[src/logic/cache_pkg.sv]
package cache_pkg;

    // Cache geometry
    localparam int NUM_WAYS = 4;
    localparam int NUM_SETS = 16;

    typedef logic [1:0] way_t;

    // CPU byte address split into cache fields
    typedef struct packed {
        logic [22:0] tag;
        logic [3:0]  set;
        logic [2:0]  word;      // Word within the 32-byte line
        logic [1:0]  byte_off;  // Zero for aligned accesses
    } addr_t;

    // One line, either as a flat vector or as its eight words
    typedef union packed {
        logic [255:0]     raw;
        logic [7:0][31:0] words;
    } line_u;

    typedef struct packed {
        addr_t       addr;
        logic [3:0]  rmask;     // Nonzero means read
        logic [3:0]  wmask;     // Nonzero means write
        logic [31:0] wdata;
    } cpu_req_t;

    typedef struct packed {
        logic [31:0] rdata;
        logic        resp;
    } cpu_rsp_t;

    typedef struct packed {
        logic [31:0] addr;      // Line aligned
        logic        read;
        logic        write;
        line_u       wdata;
    } mem_req_t;

    typedef struct packed {
        line_u rdata;
        logic  resp;
    } mem_rsp_t;

    // Tag compare result handed to the controller
    typedef struct packed {
        logic hit;
        way_t hit_way;
        logic victim_dirty;
    } lookup_t;

endpackage
[src/logic/cache_ctrl.sv]
`timescale 1ns/1ps

module cache_ctrl (
    input  logic                clk,
    input  logic                rst,
    input  cache_pkg::cpu_req_t cpu_req,
    input  cache_pkg::lookup_t  lookup,
    input  cache_pkg::way_t     victim_way,
    output logic                cpu_resp,
    output logic                mem_read,
    output logic                mem_write,
    output logic                write_hit,
    output logic                fill,
    output logic                touch,
    input  logic                mem_resp
);

    localparam logic [1:0] ST_IDLE       = 2'd0;
    localparam logic [1:0] ST_COMPARE    = 2'd1;
    localparam logic [1:0] ST_WRITE_BACK = 2'd2;
    localparam logic [1:0] ST_ALLOCATE   = 2'd3;

    logic [1:0] state;
    logic [1:0] next_state;
    logic       req_valid;
    logic       is_write;
    logic       hit_resp;

    assign req_valid = |cpu_req.rmask || |cpu_req.wmask;
    assign is_write  = |cpu_req.wmask;
    assign hit_resp  = (state == ST_COMPARE) && req_valid && lookup.hit;

    always_comb begin
        next_state = state;
        case (state)
            ST_IDLE: begin
                if (req_valid) next_state = ST_COMPARE;
            end
            ST_COMPARE: begin
                if (lookup.hit) begin
                    next_state = ST_IDLE;
                end else if (lookup.victim_dirty) begin
                    next_state = ST_WRITE_BACK;  // Evict before refill
                end else begin
                    next_state = ST_ALLOCATE;
                end
            end
            ST_WRITE_BACK: begin
                if (mem_resp) next_state = ST_ALLOCATE;
            end
            ST_ALLOCATE: begin
                if (mem_resp) next_state = ST_COMPARE;  // Retry, now a hit
            end
            default: next_state = ST_IDLE;
        endcase
    end

    always_ff @(posedge clk) begin
        if (rst) begin
            state <= ST_IDLE;
        end else begin
            state <= next_state;
        end
    end

    assign cpu_resp  = hit_resp;
    assign touch     = hit_resp;               // Every hit refreshes the PLRU
    assign write_hit = hit_resp && is_write;
    assign mem_write = (state == ST_WRITE_BACK);
    assign mem_read  = (state == ST_ALLOCATE);
    assign fill      = (state == ST_ALLOCATE) && mem_resp;

    a_mem_excl: assert property (@(posedge clk) disable iff (rst) !(mem_read && mem_write))
        else $error("cache_ctrl: memory read and write together");

    a_resp_in_compare: assert property (@(posedge clk) disable iff (rst)
        cpu_resp |-> state == ST_COMPARE)
        else $error("cache_ctrl: cpu resp outside compare");

endmodule

[config.mk]
export PLATFORM = sky130hd
export DESIGN_NAME = cache_ctrl
export DESIGN_NICKNAME = d
export VERILOG_FILES = /design/src/logic/cache_pkg.sv /design/src/logic/cache_ctrl.sv
export SDC_FILE = /design/constraint.sdc
export NUM_CORES = 1
export LEC_CHECK = 0
export BUFFER_PORTS_ARGS = -buffer_cell sky130_fd_sc_hd__buf_4
export CAP_MARGIN = 20
export CELL_PAD_IN_SITES_DETAIL_PLACEMENT = 0
export CELL_PAD_IN_SITES_GLOBAL_PLACEMENT = 2
export CORE_MARGIN = 2
export CORE_UTILIZATION = 10
export CTS_CLUSTER_SIZE = 24
export DETAILED_ROUTE_END_ITERATION = 12
export HOLD_SLACK_MARGIN = 0.02
export PLACE_DENSITY_LB_ADDON = 0.05
export SLEW_MARGIN = 20
export SYNTH_ARGS = -nofsm -noshare
export SYNTH_HDL_FRONTEND = slang
export SYNTH_SLANG_ARGS = --single-unit
[constraint.sdc]
create_clock -name clk -period 3.57 [get_ports clk]
set_input_delay 0.357 -clock clk [delete_from_list [all_inputs] [get_ports clk]]
set_output_delay 0.357 -clock clk [all_outputs]
set_load 0.05 [all_outputs]
==> impl_metrics.env <==
export IMPL_drtAntennaViolNets=0
export IMPL_min_path_type="in2reg"
export IMPL_powerDensity_mw_per_mm2=298
export IMPL_critPathArrivalTime_ns=1.41
export IMPL_grt_usage_pct=5.18
export IMPL_ys_ff_latch=2
export IMPL_endpoint_kind="output port"
export IMPL_tightest_slew_ns=0.219
export IMPL_ctsResizeCount=0
export IMPL_grt_max_degree=5
export IMPL_cts_setup_buffers=0
export IMPL_die_y_um=52.2
export IMPL_fin_util_pct=18.9
export IMPL_start_kind="input port"
export IMPL_critPathRequiredTime_ns=3.21
export IMPL_numCtsBuffers=3
export IMPL_cp_startpoint="cpu_req[37]"
export IMPL_post_route_period_util_pct=49.4
export IMPL_cts_tree="done"
export IMPL_dieArea_mm2=0.00273
export IMPL_setup_viol=0
export IMPL_synthFlopType="dfxtp_1"
export IMPL_htreeDepth=1
export IMPL_async_reset_ff_share_pct=0
export IMPL_ys_types=18
export IMPL_drc_errors=0
export IMPL_n_fill_cell=249
export IMPL_rsz0062_at_grt="no"
export IMPL_clk_root_buffer_cell="clkbuf_4"
export IMPL_ios=87
export IMPL_drive_above_1_share_pct=47.9
export IMPL_hp_start="rst"
export IMPL_syn_nets=113
export IMPL_syn_inst=28
export IMPL_p_leak_nw=0.209
export IMPL_synth_area_leaders="ha_1 22%, dfxtp_1 17%, inv_1 6.5%, nor2b_1 5.4%, o221a_1 4.8%"
export IMPL_clock_sinks=2
export IMPL_antenna_found_initial=0
export IMPL_drt_iter0_markers=3
export IMPL_gr_total_overflow=0
export IMPL_fmax_mhz=567
export IMPL_fin_crit_ns=1.76
export IMPL_wirelength_um=693
export IMPL_hold_violations=0
export IMPL_final_setup_tns_ns=0
export IMPL_viasPerCell=3.29
export IMPL_largest_reg_flops=2
export IMPL_core_area_mm2=0.00221
export IMPL_reg_top3="state x2"
export IMPL_slew_headroom_pct=85.4
export IMPL_worst_r2r_startpoint="state[0]"
export IMPL_critical_path_peak_fanout=3
export IMPL_regMostFlops="state"
export IMPL_status="completed"
export IMPL_grt_pass1_vias=224
export IMPL_cap_violations=0
export IMPL_gp_congestion=0.776
export IMPL_dr_pass1_iters=3
export IMPL_netlist_area_um2=233
export IMPL_clkSlewWorstSetupHoldPaths_ns=0.03
export IMPL_clk_latency_ns=0.22
export IMPL_dieWidth_um=52.2
export IMPL_start_util_pct=10.5
export IMPL_syn_avg_cell_area_um2=8.31
export IMPL_ir_drop_mv=0.152
export IMPL_synth_edf_count=0
export IMPL_cts_hold_buffers=0
export IMPL_yosys_warnings=0
export IMPL_clockBufferDepth=2
export IMPL_num_nets_final=135
export IMPL_dp_hpwl_um=615
export IMPL_placementRows=17
export IMPL_synth_top_area_share_pct=21.5
export IMPL_critical_path_class="in2out"
export IMPL_finalPower_mw=0.124
export IMPL_diodes=0
export IMPL_fin_skew_ns=0.00485
export IMPL_grt_pass1_wl_um=972
export IMPL_synth_common_cells="4 x ha_1, 4 x inv_1"
export IMPL_num_vias=250
export IMPL_yosysSeqAreaShare_pct=17.2
export IMPL_synth_largest_area_cell="ha_1"
export IMPL_wl_per_cell_um=9.12
export IMPL_synthToLayoutAreaGrowth_pct=79.6
export IMPL_drv_slew=0
export IMPL_port_buffers=18
[stage by stage]
stage                     cell area [um2]  worst slack [ns]  instances  hold slack [ns]
after floorplan                       233              1.60         28            0.468
after global placement                395              1.80         73            0.503
after detailed placement              395              1.80         73            0.507
after CTS                             418              1.80         76            0.424
after global routing                  418              1.77         76            0.439
final                                 418              1.81         76            0.431
[routing by layer]
metal / track usage (%) / vias up / routed length [um]
met1: 6.55 / 100 / 313
met2: 6.96 / 11 / 319
met3: 2.86 / 0 / 61
met4: 2.56 / 0 / 0
met5: 0 / - / 0
li1: - / 139 / -
[worst paths after layout]
path                    to  slack (ns)  depth (start not counted)
hold / removal    state[0]        0.43                          3
hold reg to reg   state[1]        0.50                          2
setup / recovery  cpu_resp        1.81                          5
setup reg to reg  state[0]        2.13                          5
[report_power, final]
group | switching (mW) | total [mW] | internal [mW]
logic | 0.0260 | 0.0476 | 0.0215
clock network | 0.0127 | 0.0498 | 0.0371
registers | 0.00239 | 0.0270 | 0.0246
[cell usage in the layout (no fill, tap or decap)]
cell type	netlist	final
nor2b_1	2	2
o31a_1	1	1
o211ai_1	1	1
nand2_1	2	2
nand4b_1	1	1
clkbuf_4	0	3
inv_1	4	4
or4_1	1	1
o221a_1	1	1
and2_1	1	1
nor3_1	1	1
nor2_1	2	2
ha_1	4	4
or4_4	1	1
dfxtp_1	2	2
or3b_2	1	1
mux2i_1	1	1
o21bai_1	1	1
buf_4	1	18
[critical path, stage by stage]
cell,delay (ns)
buf_4,0.10
or4_1,0.58
nor2_1,0.12
nor2_1,0.07
buf_4,0.19
[cell type report]
| cell class | instances | area, um2 | share of cell area, % |
|---|---|---|---|
| timing repair buffer | 18 | 135 | 32.3 |
| sequential | 2 | 40.0 | 9.58 |
| inverter | 4 | 15.0 | 3.59 |
| multi-input combinational | 21 | 170 | 40.7 |
| clock buffer | 3 | 22.5 | 5.39 |
| tap | 28 | 35.0 | 8.38 |
[cells by family (layout without fill, tap and decap cells)]
group / count (synthesis) / in the layout / share of synthesized area (%)
AO/OA/AOI/OAI: 4 / 4 / 15.1
AND/OR/NAND/NOR: 12 / 12 / 32.3
multiplexers: 1 / 1 / 4.30
buffers and inverters: 5 / 25 / 9.68
flip-flops: 2 / 2 / 17.2
adder cells (fa/ha/maj): 4 / 4 / 21.5
No activity file was read; power rests on OpenSTA's default activity.
