==> config.mk <==
export PLATFORM = sky130hd
export DESIGN_NAME = plru_tree
export DESIGN_NICKNAME = d
export VERILOG_FILES = /design/src/logic/cache_pkg.sv /design/src/logic/plru_tree.sv
export SDC_FILE = /design/constraint.sdc
export NUM_CORES = 1
export LEC_CHECK = 0
export BUFFER_PORTS_ARGS = -buffer_cell sky130_fd_sc_hd__buf_2
export CAP_MARGIN = 0
export CORE_MARGIN = 3
export CORE_UTILIZATION = 34
export CTS_CLUSTER_DIAMETER = 150
export CTS_CLUSTER_SIZE = 8
export DETAILED_ROUTE_END_ITERATION = 16
export PLACE_DENSITY = 0.6
export REMOVE_ABC_BUFFERS = 1
export SYNTH_ARGS = -nofsm -noshare
export SYNTH_HDL_FRONTEND = slang
export SYNTH_SLANG_ARGS = --single-unit
==> constraint.sdc <==
create_clock -name clk -period 3.2 [get_ports clk]
set_input_delay 0.64 -clock clk [delete_from_list [all_inputs] [get_ports clk]]
set_output_delay 0.64 -clock clk [all_outputs]
set_load 0.01 [all_outputs]
==> src/logic/cache_pkg.sv <==
package cache_pkg;

    // Cache geometry
    localparam int NUM_WAYS = 4;
    localparam int NUM_SETS = 16;

    typedef logic [1:0] way_t;

    // CPU byte address split into cache fields
    typedef struct packed {
        logic [22:0] tag;
        logic [3:0]  set;
        logic [2:0]  word;      // Word within the 32-byte line
        logic [1:0]  byte_off;  // Zero for aligned accesses
    } addr_t;

    // One line, either as a flat vector or as its eight words
    typedef union packed {
        logic [255:0]     raw;
        logic [7:0][31:0] words;
    } line_u;

    typedef struct packed {
        addr_t       addr;
        logic [3:0]  rmask;     // Nonzero means read
        logic [3:0]  wmask;     // Nonzero means write
        logic [31:0] wdata;
    } cpu_req_t;

    typedef struct packed {
        logic [31:0] rdata;
        logic        resp;
    } cpu_rsp_t;

    typedef struct packed {
        logic [31:0] addr;      // Line aligned
        logic        read;
        logic        write;
        line_u       wdata;
    } mem_req_t;

    typedef struct packed {
        line_u rdata;
        logic  resp;
    } mem_rsp_t;

    // Tag compare result handed to the controller
    typedef struct packed {
        logic hit;
        way_t hit_way;
        logic victim_dirty;
    } lookup_t;

endpackage
==> src/logic/plru_tree.sv <==
`timescale 1ns/1ps

module plru_tree (
    input  logic            clk,
    input  logic            rst,
    input  logic [3:0]      set,
    input  logic            touch,
    input  cache_pkg::way_t touched_way,
    output cache_pkg::way_t victim_way
);

    // Bit 2 is the root, bit 1 picks within ways 0/1, bit 0 within ways 2/3
    logic [2:0] tree_bits [cache_pkg::NUM_SETS];
    logic [2:0] cur_bits;
    logic [2:0] next_bits;

    assign cur_bits = tree_bits[set];

    always_comb begin
        next_bits = cur_bits;
        case (touched_way)
            2'd0: next_bits[2:1] = 2'b11;
            2'd1: next_bits[2:1] = 2'b10;
            2'd2: next_bits      = {1'b0, cur_bits[1], 1'b1};
            2'd3: next_bits      = {1'b0, cur_bits[1], 1'b0};
            default: next_bits   = cur_bits;
        endcase
    end

    // Follow the tree to the victim
    always_comb begin
        if (!cur_bits[2]) begin
            victim_way = cur_bits[1] ? 2'd1 : 2'd0;
        end else begin
            victim_way = cur_bits[0] ? 2'd3 : 2'd2;
        end
    end

    always_ff @(posedge clk) begin
        if (rst) begin
            for (int s = 0; s < cache_pkg::NUM_SETS; s++) begin
                tree_bits[s] <= 3'b000;
            end
        end else if (touch) begin
            tree_bits[set] <= next_bits;
        end
    end

endmodule

==> impl_results.md, run 1 <==
* Fin. max-slew vios at 0
* Critical Path Start Type: input port
* Worst r2r src: tree_bits[9][1]
* Vias in the first global route at 1487
* Final period util at 89.6%
* Crit path launch: set[0]
* Setup crit end kind: output pin
* DP HPWL at 3730 um
* FF+latch count, synth at 48
* Seq pwr share at 55.5%
* Logic pwr share at 11.8%
* Hold path start: touched_way[0]
* Die width at 91.0 um
* Ports at 11
* Placer Congestion at 0.817
* Area contributors post-synth: edfxtp_1 59%, mux4_2 6.4%, nor2_1 5.7%, nand2b_1 4.3%, nor2_2 3.3%
* Net Switching at 305 uW
* Drt drc at 0
* Post-synthesis sequential area ratio at 58.7%
* WS Path Type: in2out
* Worst slew pin tran at 0.496 ns
* Largest family of logic cells by synthesized area: simple AND/OR/NAND/NOR gates
* Total global-route track usage at 13.3%
* Share of the synthesized area in the top cell type at roughly 59%
* Starting DRC count in detailed routing at 114
* CTS clk-pin slew, worst paths at 0.09 ns
* Ys async rst share at 0%
* Skew final at around 0.0067 ns
* Setup_tns at 0 ns
* Area share of fa/ha/maj cells after synthesis at 0%
* VDD IR max at 0.000140 V
* CTS H-tree depth at 2
* Simple-gate portion of the synthesized area at 20.7%
* Leak at 0.000953 uW
* Top FF cell, synth: edfxtp_1
* Pre-antenna DRT Iters at 4
* YS warnings at 0
* Power share of the clock group at 32.7%
* Post-route ant nets at 0
* Synth Area in XOR/XNOR at 0%
* Core area at about 0.0069 mm2
* Post-cts hold buffer count at 0
* CP Data Required Time at 2.56 ns
* Final Setup Violations at 0
* Post-synthesis cell area at 0.00245 mm2
* Count leader, synth: edfxtp_1
* Mean Syn Cell Area at 12.6 um2
* Vias after detailed routing at 1515
* Post-synthesis mux area share at between 10% and 20%
* Worst skew pair latency at 0.30 ns
* Synth cell types at 31
* Synth-to-layout area growth at 10.1%
* Clock root cell: clkbuf_8
* TritonCTS clock tree: built
* Resize count post-CTS at 0
* Avg Vias per Cell at 4.97
* WP data arrival at roughly 2.2 ns
* Routed wire length at between 5000 and 6000 um
* Cells after synthesis at 195
* Biggest register: tree_bits
* Max Fanout on Critical Path at 12
* First-pass GRT wire length at 8280 um
* Remaining Overflow, GRT at 0
* Die area at 0.00827 mm2
* Largest regs: tree_bits: 48 flops
* Pwr per Cell Area at 487 mW/mm2
* Vert. Die Dim at 91.0 um
* Clock Sinks at 48
* Antenna cells at 0
* Layout cells sized above 1 at 25.4%
* Rows at 30
* Synth cell count leaders: 48 x edfxtp_1, 37 x nor2_1, 17 x nand2b_1, 16 x nand2_1, 13 x nor2_2
* Final Hold Fails at 0
* Fmax achieved at 0.349 GHz
* Compound-Gate Fraction of Synth Area at 5.41%
* CTS Buf Count at 5
* Internal at about 1000 uW
* Tot Pwr at 1310 uW
* Post-DR wirelength/cell at 17.3 um
* Yosys top cell by area: edfxtp_1
* NumNets Final at 217
* RSZ-0062 raised after global routing: false
* Period minus WS final at 2.87 ns
* Port-buffer cells at 10
* Number of synthesized flops with an enable pin at 48
* Status: finished, final reports clean
* Post-CTS setup buffer count at 0
* Max reg flops at 48
* Switching Fraction at 23.2%
* Initial antenna violation count at 0
* Starting Density at 35.5%
* Hold Crit Class: in2reg
* Largest net degree at the start of global routing at 22
* Clock tree buffer depth at 2
* Worst slew margin at 66.9%
* Max-Cap Viols at 0
## final timing paths
check	to	slack (ns)	depth (start not counted)
max	victim_way[0]	0.33	7
min reg2reg	tree_bits[3][1]	1.16	5
min	tree_bits[3][1]	0.85	3
max reg2reg	tree_bits[12][1]	1.26	6
## placed cells by master, fill, tap and decap left out, types with 2 or more instances in the layout
master	n
edfxtp_1	48
nor2_1	37
nand2b_1	17
nand2_1	16
nor2_2	13
buf_2	10
buf_4	8
mux4_2	7
nand3_1	6
mux2i_1	6
nor3_1	6
clkbuf_8	5
nor2b_1	4
a221o_1	2
a21oi_2	2
mux2_1	2
a311oi_2	2
nor3b_1	2
o31ai_4	2
## logic make-up (layout without fill, tap and decap cells)
kind of cell,count (synthesis),count (layout)
flip-flops,48,48
AND/OR/NAND/NOR,104,104
multiplexers,16,16
buffers and inverters,15,29
AO/OA/AOI/OAI,12,12
## cell type report
cell class	count	area [um2]
fillers	695	4210
flip-flops and latches	48	1440
multi-input cells	132	907
well taps	96	120
repair buffers	18	110
clock buffers	5	68.8
clock inverters	3	42.5
inverters	3	11.3
## worst max-delay path: stages
cell and delay [ns]:
buf_2 0.27, mux4_2 0.55, a22oi_1 0.19, nand3_1 0.16, nor3_1 0.23, a21oi_1 0.06, buf_2 0.14
## per-layer routing
layer	share of wire [%]	track usage [%]
met5	0	0
met4	0.46	3.02
met3	5.1	3.40
met2	48	20.8
met1	46	18.8
## through the flow
stage               cell area [um2]  utilization (%)  hold WS, ns  worst slack, ns  instances
finish                         2700             39.1        0.853            0.332        305
global route                   2700             39.1        0.883            0.177        305
CTS                            2700             39.1        0.847            0.346        305
detailed placement             2590             37.5         1.15            0.340        297
global placement               2590             37.5         1.16            0.352        297
floorplan                      2360                -        0.825            0.816        183
## power groups by stage
stage                     Clock, uW  Sequential [uW]  Combinational [uW]
after floorplan                   0              737                89.8
after global placement            0              745                 154
after detailed placement          0              745                 155
after CTS                       437              730                 156
after global routing            463              733                 169
final                           429              730                 155
Note: power is estimated with default switching activity, not from simulation.
==> run 2, diff against run 1 <==
Settings changed: PLACE_DENSITY 0.6 to 0.55.
==> run 2 against run 1 <==
Utilization down 0.54 points; sequential share of layout area up 0.75 points; via count up 1.1%; count of clock-buffer cells in the layout unchanged; clock power down 18%; final area down 1.4%; combinational power about the same; total power down 5.9%; worst hold slack worse by 0.0020 ns; largest power group unchanged.
==> impl_results.md, run 2 (synthesis gave the netlist of run 1 again) <==
* Hold Crit Class: in2reg
* Remaining Overflow, GRT at 0
* Dpl ws at 0.357 ns
* Post-CTS setup buffer count at 0
* CP dominant cell by count: buf_2
* Ports at 11
* WP data arrival at 2.22 ns
* WL met3 at ~250 um
* Clock root cell: clkbuf_8
* Worst r2r dst: tree_bits[0][1]
* Resize count post-CTS at 0
* Worst slew pin tran at 0.535 ns
* Fin. max-slew vios at 0
* TritonCTS clock tree: built
* Post-cts hold buffer count at 0
* Largest stage delay, worst path at 0.55 ns
* DP HPWL at 3840 um
* Initial antenna violation count at 0
* Internal at 926 uW
* Met2 WL at 2490 um
* Max-Cap Viols at 0
* Setup_tns at 0 ns
* Post-route ant nets at 0
* Routed wire length at 5320 um
* CTS Buf Count at 5
* Top layer in use: met4
* Worst r2r src: tree_bits[9][1]
* Post-DR wirelength/cell at ~18 um
* Core area at 0.00691 mm2
* Hold Path End: tree_bits[4][2]
* Biggest register: tree_bits
* Largest net degree at the start of global routing at 22
* Fmax achieved at 0.350 GHz
* Starting DRC count in detailed routing at 153
* Worst slew margin at 64.2%
* NumNets Final at 216
* Seq pwr share at 59.0%
* Starting Density at 35.5%
* Final Non-Filler Cells at 303
* FF/Latch Area at about 0.0014 mm2
* CTS H-tree depth at 2
* Worst setup margin at 0.340 ns
* Hold path start: touched_way[1]
* Drt drc at 0
* Critical Path Start Type: input port
* Switching Fraction at roughly a quarter
* Leak at 0.000935 uW
* Status: finished, final reports clean
* Net Switching at approximately 310 uW
* Worst hold path cell count at 2
* Port-buffer cells at 10
* Vias after detailed routing at approximately 1500
* Vert. Die Dim at 91.0 um
* Fillers at 709
* Final Setup Violations at 0
* Placed Cells at 296
* Rows at 30
* Layout cells sized above 1 at 24.6%
* Setup slack, reg-to-reg at 1.23 ns
* Total global-route track usage at roughly 14%
* Area occupied by multi-input gates at 907 um2
* Largest regs: tree_bits: 48 flops
* Period minus WS final at 2.86 ns
* Synth-to-layout area growth at 8.57%
* Vias in the first global route at 1543
* Worst path slowest cell: mux4_2
* Skew final at 0.0113 ns
* Commonest non-fill, non-tap cell in the layout: edfxtp_1
* Max reg flops at between 40 and 50
* Pwr per Cell Area at 465 mW/mm2
* Most frequent cells in the layout: 48 x edfxtp_1, 37 x nor2_1, 17 x nand2b_1
* Final period util at roughly 89%
* First-pass GRT wire length at 8590 um
* Clock Sinks at 48
* R2R cell count at 6
* WS Path Type: in2out
* Crit-path cells: buf_2 > mux4_2 > a22oi_1 > nand3_1 > nor3_1 > a21oi_1 > buf_2
* RSZ-0062 raised after global routing: false
* Setup crit end kind: output pin
* Die width at 91.0 um
* Finished Core Util at 38.6%
* Final Hold Fails at 0
* Die area at 0.00827 mm2
* VDD IR max at approximately 0.00015 V
* CP Data Required Time at between 2 and 3 ns
* Pre-antenna DRT Iters at 4
* Metal-1 WL at 2450 um
* Antenna cells at 0
* CTS clk-pin slew, worst paths at 0.09 ns
* Placer Congestion at about 0.75
* Clock tree buffer depth at 2
* Worst skew pair latency at 0.31 ns
* Logic pwr share at 12.4%
* Power share of the clock group at 28.5%
* Max Fanout on Critical Path at 12
* Avg Vias per Cell at a little over 5
==> run 2: cell types whose count changed in the layout (fill, tap and decap cells not counted), sizes merged <==
| cell | change |
|---|---|
| buf | -1 |
| bufinv | -1 |
==> run 2: cell type report <==
type / instances / share of cell area [%]
Timing Repair Buffer: 17 / 3.85
Tap cell: 96 / 4.51
Multi-Input combinational cell: 132 / 34.1
Sequential cell: 48 / 54.1
Clock inverter: 2 / 0.470
Clock buffer: 5 / 2.58
Inverter: 3 / 0.423
==> run 2: worst max-delay path by stage <==
stage                      start             to  depth (start not counted)
after CTS                 set[0]  victim_way[0]                          7
final                     set[0]  victim_way[0]                          7
after global routing      set[0]  victim_way[0]                          7
after detailed placement  set[0]  victim_way[0]                          7
after floorplan           set[0]  victim_way[0]                          5
after global placement    set[0]  victim_way[0]                          7
==> run 2: layer usage <==
layer  GRT usage, %  up-vias
met1           19.5      748
met5              0        -
met2           21.1       51
met4           6.16        0
met3           2.24        9
li1               -      723
==> run 2: metrics by stage <==
stage / hold slack (ns) / total power, uW / cell area [um2]
floorplan: 0.825 / 827 / 2360
global placement: 1.16 / 898 / 2580
detailed placement: 1.17 / 900 / 2580
CTS: 0.856 / 1240 / 2660
global route: 0.879 / 1280 / 2660
finish: 0.851 / 1240 / 2660
==> run 2: power groups by stage <==
| stage | Combinational [uW] | Sequential (uW) | Clock [uW] |
|---|---|---|---|
| after floorplan | 89.8 | 737 | 0 |
| after global placement | 152 | 746 | 0 |
| after detailed placement | 155 | 745 | 0 |
| after CTS | 155 | 731 | 355 |
| after global routing | 169 | 733 | 380 |
| final | 154 | 731 | 353 |
==> run 2: worst max-delay path, delay by kind of cell <==
kind / cells / cell delay, ns
buffers and inverters: 2 / 0.41
AOI/OAI and AO/OA: 2 / 0.24
and+or+nand+nor: 2 / 0.37
muxes: 1 / 0.55
